==> src/logic/stall_wr_pkg.sv <==
// ----------------------------------------------------------------------
// Shared widths, AXI channel structs, FSM states and helpers for the
// write-address stall unit; imported by every design module
// ----------------------------------------------------------------------
package stall_wr_pkg;

   localparam int addr_w     = 40;
   localparam int data_w     = 64;
   localparam int strb_w     = 8;
   localparam int id_w       = 4;
   localparam int count_w    = 16;
   localparam int page_shift = 12;

   typedef logic [addr_w-1:0]            addr_t;
   typedef logic [data_w-1:0]            data_t;
   typedef logic [strb_w-1:0]            strb_t;
   typedef logic [id_w-1:0]              id_t;
   typedef logic [count_w-1:0]           count_t;
   typedef logic [addr_w-page_shift-1:0] page_t;

   // Everything below this address is the translation table
   localparam addr_t table_limit = 40'h00_0080_0000;

   // AXI write response code for a good completion
   localparam logic [1:0] resp_okay = 2'b00;

   typedef struct packed {
      id_t        id;
      addr_t      addr;
      logic [7:0] len;
      logic [2:0] size;
      logic [1:0] burst;
      logic       lock;
      logic [3:0] cache;
      logic [2:0] prot;
      logic [3:0] qos;
      logic [3:0] region;
   } aw_req_t;

   typedef struct packed {
      data_t data;
      strb_t strb;
      logic  last;
   } w_beat_t;

   typedef struct packed {
      id_t        id;
      logic [1:0] resp;
   } b_resp_t;

   // Request towards the translation engine
   typedef struct packed {
      logic  valid;
      page_t hppa;
   } lookup_req_t;

   // Answer from the translation engine
   typedef struct packed {
      logic  allow_access;
      page_t ppa;
   } xlat_rsp_t;

   typedef enum logic [0:0] {
      hold_idle,
      hold_wait_xlat
   } hold_state_t;

   typedef struct packed {
      addr_t       last_addr0;
      addr_t       last_addr1;
      count_t      req_count0;
      count_t      resp_count0;
      count_t      req_count1;
      count_t      resp_count1;
      logic        overflow;
      logic        bus_error;
      logic        illegal_table_access;
      hold_state_t fsm_state;
   } stall_dbg_t;

   // Mirror the strobe so lane 0 lands on the top bit
   function automatic strb_t reverse_strb(input strb_t strb);
      strb_t rev;
      for (int i = 0; i < strb_w; i++) begin
         rev[i] = strb[strb_w-1-i];
      end
      return rev;
   endfunction

endpackage

==> src/logic/aw_hold_fsm.sv <==
// ----------------------------------------------------------------------
// Holds one write address, asks for its translation and issues it with
// the physical page swapped in once the allow pulse has been seen
// ----------------------------------------------------------------------
`timescale 1ns/1ps

module aw_hold_fsm
   import stall_wr_pkg::*;
(
   input  logic        clk,
   input  logic        rst,

   // CPU side
   input  aw_req_t     s_aw,
   input  logic        s_awvalid,
   output logic        s_awready,

   // Memory side
   output aw_req_t     m_aw,
   output logic        m_awvalid,
   input  logic        m_awready,

   // Translation engine
   input  xlat_rsp_t   xlat,
   output lookup_req_t lookup,

   output hold_state_t state
);

   hold_state_t state_q;
   hold_state_t state_d;

   aw_req_t req_q;
   aw_req_t req_d;

   logic s_awready_q;
   logic s_awready_d;
   logic m_awvalid_q;
   logic m_awvalid_d;
   logic allow_q;
   logic allow_d;

   logic aw_fire;

   assign aw_fire = s_awvalid & s_awready_q;

   always_comb begin
      state_d     = state_q;
      req_d       = req_q;
      s_awready_d = s_awready_q;
      allow_d     = allow_q;
      // Issued address stays up until the memory side takes it
      m_awvalid_d = m_awvalid_q & ~m_awready;

      case (state_q)
         hold_idle: begin
            // Only one address in flight
            s_awready_d = ~m_awvalid_q;
            if (aw_fire) begin
               req_d       = s_aw;
               s_awready_d = 1'b0;
               // New request waits for a fresh allow
               allow_d     = 1'b0;
               state_d     = hold_wait_xlat;
            end
         end

         hold_wait_xlat: begin
            s_awready_d = 1'b0;
            if (allow_q) begin
               // Swap in the physical page, keep the 4 KB offset
               req_d.addr  = {xlat.ppa, req_q.addr[page_shift-1:0]};
               m_awvalid_d = 1'b1;
               state_d     = hold_idle;
            end
         end

         default: begin
            state_d = hold_idle;
         end
      endcase
   end

   always_ff @(posedge clk or posedge rst) begin
      if (rst) begin
         state_q     <= hold_idle;
         s_awready_q <= 1'b0;
         m_awvalid_q <= 1'b0;
         allow_q     <= 1'b0;
      end else begin
         state_q     <= state_d;
         s_awready_q <= s_awready_d;
         m_awvalid_q <= m_awvalid_d;
         // Allow pulse wins over the clear
         if (xlat.allow_access) begin
            allow_q <= 1'b1;
         end else begin
            allow_q <= allow_d;
         end
      end
   end

   // Held request, payload only
   always_ff @(posedge clk) begin
      req_q <= req_d;
   end

   assign s_awready = s_awready_q;
   assign m_awvalid = m_awvalid_q;
   assign m_aw      = req_q;
   assign state     = state_q;

   // Lookup drops as soon as an allow is seen or remembered
   assign lookup.valid = (state_q == hold_wait_xlat) & ~(xlat.allow_access | allow_q);
   assign lookup.hppa  = req_q.addr[addr_w-1:page_shift];

endmodule

==> src/logic/stall_wr_top.sv <==
// ----------------------------------------------------------------------
// Write-port stall unit; AW goes through the hold FSM, W and B pass
// straight through, and the monitor drives the debug bus
// ----------------------------------------------------------------------
`timescale 1ns/1ps

module stall_wr_top
   import stall_wr_pkg::*;
(
   input  logic        clk,
   input  logic        rst,

   // CPU side AW
   input  aw_req_t     s_aw,
   input  logic        s_awvalid,
   output logic        s_awready,

   // Memory side AW
   output aw_req_t     m_aw,
   output logic        m_awvalid,
   input  logic        m_awready,

   // W channel
   input  w_beat_t     s_w,
   input  logic        s_wvalid,
   output logic        s_wready,
   output w_beat_t     m_w,
   output logic        m_wvalid,
   input  logic        m_wready,

   // B channel
   input  b_resp_t     m_b,
   input  logic        m_bvalid,
   output logic        m_bready,
   output b_resp_t     s_b,
   output logic        s_bvalid,
   input  logic        s_bready,

   // Translation engine
   output lookup_req_t lookup,
   input  xlat_rsp_t   xlat,

   output stall_dbg_t  dbg
);

   hold_state_t hold_state;

   logic aw_fire;
   logic m_aw_fire;
   logic b_fire;

   assign aw_fire   = s_awvalid & s_awready;
   assign m_aw_fire = m_awvalid & m_awready;
   assign b_fire    = s_bvalid & s_bready;

   aw_hold_fsm u_hold (
      .clk       (clk),
      .rst       (rst),
      .s_aw      (s_aw),
      .s_awvalid (s_awvalid),
      .s_awready (s_awready),
      .m_aw      (m_aw),
      .m_awvalid (m_awvalid),
      .m_awready (m_awready),
      .xlat      (xlat),
      .lookup    (lookup),
      .state     (hold_state)
   );

   txn_monitor u_mon (
      .clk       (clk),
      .rst       (rst),
      .s_aw      (s_aw),
      .aw_fire   (aw_fire),
      .s_b       (s_b),
      .b_fire    (b_fire),
      .m_aw_addr (m_aw.addr),
      .m_aw_fire (m_aw_fire),
      .state     (hold_state),
      .dbg       (dbg)
   );

   // W forwarded with the strobe lanes mirrored for the memory side
   assign m_w.data = s_w.data;
   assign m_w.strb = reverse_strb(s_w.strb);
   assign m_w.last = s_w.last;
   assign m_wvalid = s_wvalid;
   assign s_wready = m_wready;

   // B returned untouched
   assign s_b      = m_b;
   assign s_bvalid = m_bvalid;
   assign m_bready = s_bready;

endmodule

==> src/logic/txn_monitor.sv <==
// ----------------------------------------------------------------------
// Passive monitor of the stall unit; per-ID counters, last addresses
// and sticky error flags presented on the debug bus
// ----------------------------------------------------------------------
`timescale 1ns/1ps

module txn_monitor
   import stall_wr_pkg::*;
(
   input  logic        clk,
   input  logic        rst,

   input  aw_req_t     s_aw,
   input  logic        aw_fire,
   input  b_resp_t     s_b,
   input  logic        b_fire,
   input  addr_t       m_aw_addr,
   input  logic        m_aw_fire,
   input  hold_state_t state,

   output stall_dbg_t  dbg
);

   addr_t  last_addr0;
   addr_t  last_addr1;
   count_t req_count0;
   count_t req_count1;
   count_t resp_count0;
   count_t resp_count1;

   logic overflow;
   logic bus_error;
   logic illegal_table_access;
   hold_state_t state_q;

   logic cnt_full;
   logic bad_id;

   // Any counter pinned at all ones
   assign cnt_full = (&req_count0) | (&resp_count0) | (&req_count1) | (&resp_count1);

   // Only IDs 0 and 1 are tracked
   assign bad_id = (aw_fire & (s_aw.id > id_t'(1))) | (b_fire & (s_b.id > id_t'(1)));

   always_ff @(posedge clk or posedge rst) begin
      if (rst) begin
         last_addr0  <= '1;
         last_addr1  <= '1;
         req_count0  <= '0;
         req_count1  <= '0;
         resp_count0 <= '0;
         resp_count1 <= '0;
         overflow    <= 1'b0;
         bus_error   <= 1'b0;
      end else begin
         overflow <= overflow | cnt_full | bad_id;

         if (aw_fire) begin
            if (s_aw.id == id_t'(0)) begin
               last_addr0 <= s_aw.addr;
               req_count0 <= req_count0 + count_t'(1);
            end else if (s_aw.id == id_t'(1)) begin
               last_addr1 <= s_aw.addr;
               req_count1 <= req_count1 + count_t'(1);
            end
         end

         if (b_fire) begin
            if (s_b.resp != resp_okay) begin
               bus_error <= 1'b1;
            end else if (s_b.id == id_t'(0)) begin
               resp_count0 <= resp_count0 + count_t'(1);
            end else if (s_b.id == id_t'(1)) begin
               resp_count1 <= resp_count1 + count_t'(1);
            end
         end
      end
   end

   // Issued address landing inside the translation table
   always_ff @(posedge clk or posedge rst) begin
      if (rst) begin
         illegal_table_access <= 1'b0;
      end else if (m_aw_fire && (m_aw_addr < table_limit)) begin
         illegal_table_access <= 1'b1;
      end
   end

   // FSM state, delayed to line up with the other fields
   always_ff @(posedge clk or posedge rst) begin
      if (rst) begin
         state_q <= hold_idle;
      end else begin
         state_q <= state;
      end
   end

   assign dbg.last_addr0           = last_addr0;
   assign dbg.last_addr1           = last_addr1;
   assign dbg.req_count0           = req_count0;
   assign dbg.resp_count0          = resp_count0;
   assign dbg.req_count1           = req_count1;
   assign dbg.resp_count1          = resp_count1;
   assign dbg.overflow             = overflow;
   assign dbg.bus_error            = bus_error;
   assign dbg.illegal_table_access = illegal_table_access;
   assign dbg.fsm_state            = state_q;

endmodule

==> config.mk <==
export PLATFORM = sky130hd
export DESIGN_NAME = stall_wr_top
export DESIGN_NICKNAME = d
export VERILOG_FILES = /design/src/logic/stall_wr_pkg.sv /design/src/logic/aw_hold_fsm.sv /design/src/logic/stall_wr_top.sv /design/src/logic/txn_monitor.sv
export SDC_FILE = /design/constraint.sdc
export NUM_CORES = 1
export LEC_CHECK = 0
export BUFFER_PORTS_ARGS = -buffer_cell sky130_fd_sc_hd__buf_2
export CORE_AREA = 2 2 202 204
export DETAILED_ROUTE_END_ITERATION = 12
export DIE_AREA = 0 0 204 206
export PLACE_DENSITY = 0.54
export SLEW_MARGIN = 25
export SYNTH_ARGS = -nofsm -noshare
export SYNTH_HDL_FRONTEND = slang
export SYNTH_SLANG_ARGS = --single-unit
==> constraint.sdc <==
create_clock -name clk -period 13.3 [get_ports clk]
set_input_delay 1.33 -clock clk [delete_from_list [all_inputs] [get_ports clk]]
set_output_delay 1.33 -clock clk [all_outputs]
set_load 0.01 [all_outputs]
==> impl_results.md <==
- CTS tree: yes
- # Max-Cap Violations: 0
- Ports: 524
- Fmax: 0.331 GHz
- Die X: 204 um
- Clk pwr share: 0.304
- RSZ-0062 raised after global routing: no
- Post-CTS sizing: 0
- Total wire length: 28.1 mm
- DR WL/cell: 17.6 um
- Global-route usage over all layers: 0.125
- FF+latch count, synth: 225
- GRT Residual Overflow: 0
- Vias in the first global route: 6,588
- Final setup vio count: 0
- Syn avg cell area: 12.6 um^2
- Fill cells: 4,141
- Die Height: 206 um
- Tot Pwr: 2.41 mW
- ANT nets after route: 0
- Mapped Nets: 970
- Num Clock Sinks: 225
- Crit end category: output pin
- Core area: 40,200 um^2
- Yosys warns: 0
- CTS Buf Count: 26
- DRC Markers: 0
- Largest net degree at the start of global routing: 84
- NetSw: 0.742 mW
- N_diodes: 0
- Final RePlAce weighted congestion: 0.761
- Count of buffers from port buffering: 373
- Critical path class: input port to output pin
- Clock Latency Late Sink: 0.54 ns
- First-pass GRT wire length: 40.4 mm
- Crit-path max FO: 2
- Relative slew slack: 0.366
- Sequential area share after synthesis: 0.624
- Peak VDD IR: 0.0000689 V
- Design Area, Final: 12,300 um^2
- CTS clk-pin slew, worst paths: 0.06 ns
- Routed vias: 6,665
- Setup crit start kind: input port
- Final Max Slew Viols: 0
- Final Cycle Share: 0.227
- P per Cell Area: 196 nW/um^2
- H-tree depth: 1
- Root buffer cell: clkbuf_16
- Clk_skew: 0.0151 ns
- Initial antenna violation count: 1
- Int Power: 1.67 mW
- Final min period: 3.02 ns
- Required time of the critical path: 11.97 ns
- Fin. Hold Viols: 0
- Worst-Margin Slew: 0.951 ns
- Sw frac: 0.308
- CP Data Arrival Time: 1.69 ns
- Top post-synthesis cells by area: edfxtp_1 22%, dfstp_2 22%, dfrtp_1 18%
- Outcome: completed
- Post-Synthesis Cell Area: 9780 um^2
- Min Hold Slack: 0.455 ns
- Leak pwr: 5.78 nW
- Die area: 42,000 um^2
- Area added between synthesis and finish: 25.9%
- Net count, final: 1,238
- Synth cell types: 41
- Clock buffer depth: 3
- Share of the synthesized area in the top cell type: 0.224
- Initial core utilization: 0.243
- Area leader, netlist: edfxtp_1
- HP Class: register to register
- Flop pwr share: 0.452
- DR vias/cell: 4.17
- First-pass iteration count of the detailed router: 4
- Setup TNS: 0 ns
- Comb pwr share: 0.244
- Placed cell areas: 11,400 um^2
- Row count: 74
- Setup Fix Bufs, Post-CTS: 0
- Share of layout cells above drive strength 1: 0.523
- Final HPWL DP: 20.8 mm
- Cells after synthesis: 777
- Drt initial violations: 249
- Hold-fix buffers, CTS: 0
- Final core utilization: 0.306
kinds of logic after synthesis:
logic type                 share of synthesized area
and+or+nand+nor                                0.137
adders and majority gates                    0.00512
DFF                                            0.624
muxes                                         0.0495
buffers and inverters                          0.101
xor gates and xnor gates                      0.0538
AOI/OAI and AO/OA                             0.0296
cells in the mapped netlist (all sizes together):
| master | n |
|---|---|
| a21o | 1 |
| a221o | 1 |
| a22o | 28 |
| a31oi | 1 |
| a41o | 1 |
| and2 | 17 |
| and3 | 8 |
| and4 | 8 |
| and4b | 1 |
| buf | 122 |
| clkbuf | 18 |
| dfrtp | 72 |
| dfstp | 80 |
| edfxtp | 73 |
| ha | 4 |
| inv | 4 |
| mux2 | 43 |
| nand2 | 150 |
| nand2b | 3 |
| nand3 | 21 |
| nand3b | 1 |
| nand4 | 25 |
| nand4bb | 1 |
| nor2 | 7 |
| nor3 | 11 |
| nor4 | 9 |
| o21ai | 2 |
| or3 | 2 |
| or4 | 1 |
| or4b | 2 |
| xnor2 | 49 |
| xor2 | 11 |
power groups by stage:
stage / logic [mW] / registers, mW / clock network (mW)
2_1_floorplan: 0.278 / 1.18 / 0
3_3_place_gp: 0.598 / 1.10 / 0
3_5_place_dp: 0.603 / 1.10 / 0
4_1_cts: 0.604 / 1.09 / 0.761
5_1_grt: 0.652 / 1.11 / 0.785
6_report: 0.589 / 1.09 / 0.732
critical path: stages:
cell and delay (ns):
buf_2 0.11, nor2_1 0.09, buf_2 0.15
worst paths after layout:
| check | start | end | slack, ns | cells past startpoint |
|---|---|---|---|---|
| max reg2reg | u_hold.s_awready$_DFF_PP0_ | u_hold.m_aw[30]$_DFFE_PP_ | 10.77 | 4 |
| min in group asynchronous | rst | u_mon.resp_count1[1]$_DFFE_PP0P_ | 0.92 | 2 |
| min | u_mon.last_addr1[15]$_DFFE_PP1P_ | u_mon.last_addr1[15]$_DFFE_PP1P_ | 0.45 | 2 |
| max in group asynchronous | rst | u_mon.last_addr1[5]$_DFFE_PP1P_ | 11.16 | 4 |
| min reg2reg | u_mon.last_addr1[15]$_DFFE_PP1P_ | u_mon.last_addr1[15]$_DFFE_PP1P_ | 0.45 | 2 |
| max | xlat[28] | lookup[28] | 10.28 | 3 |
cell type report:
cell class | instances | area (um^2) | share of cell area
Clock buffer | 35 | 746 | 0.0606
Clock inverter | 13 | 139 | 0.0113
Inverter | 4 | 21.3 | 0.00173
Multi-Input combinational cell | 408 | 2700 | 0.220
Sequential cell | 225 | 6100 | 0.495
Tap cell | 532 | 666 | 0.0541
Timing Repair Buffer | 380 | 1940 | 0.158
metrics by stage:
| stage | setup WS (ns) | std cells |
|---|---|---|
| finish | 10.28 | 1597 |
| CTS | 10.27 | 1596 |
| global route | 10.15 | 1597 |
| floorplan | 8.01 | 777 |
| global placement | 9.84 | 1548 |
| detailed placement | 9.70 | 1548 |
flip-flops by register name, summed over array words and instances, names as in the netlist, 16 cells and up:
| name | flops |
|---|---|
| u_hold.lookup | 28 |
| u_hold.m_aw | 45 |
| u_mon.last_addr0 | 40 |
| u_mon.last_addr1 | 40 |
| u_mon.req_count0 | 16 |
| u_mon.req_count1 | 16 |
| u_mon.resp_count0 | 16 |
| u_mon.resp_count1 | 16 |
routing by layer:
layer	wire length, um	track usage	part of all wire	vias up
met1	11100	0.151	0.40	3209
met2	13300	0.206	0.47	327
met4	587	0.0388	0.021	2
li1	-	-	-	3093
met5	13	0	0.00046	-
met3	3100	0.0500	0.11	34
cell usage in the layout (no fill, tap or decap), types with 6 or more instances in the layout:
cell type / synthesis / final
buf_2: 5 / 373
nand2_1: 150 / 150
dfstp_2: 80 / 80
edfxtp_1: 73 / 73
dfrtp_1: 72 / 72
xnor2_1: 49 / 49
mux2_2: 43 / 43
a22o_1: 28 / 28
clkbuf_16: 0 / 27
nand4_1: 25 / 25
nand3_1: 21 / 20
and2_1: 15 / 15
xor2_1: 11 / 11
nor3_1: 9 / 9
and4_1: 8 / 8
and3_1: 8 / 7
nor2_1: 6 / 6
buf_4: 116 / 6
No activity file was read; power rests on OpenSTA's default activity.
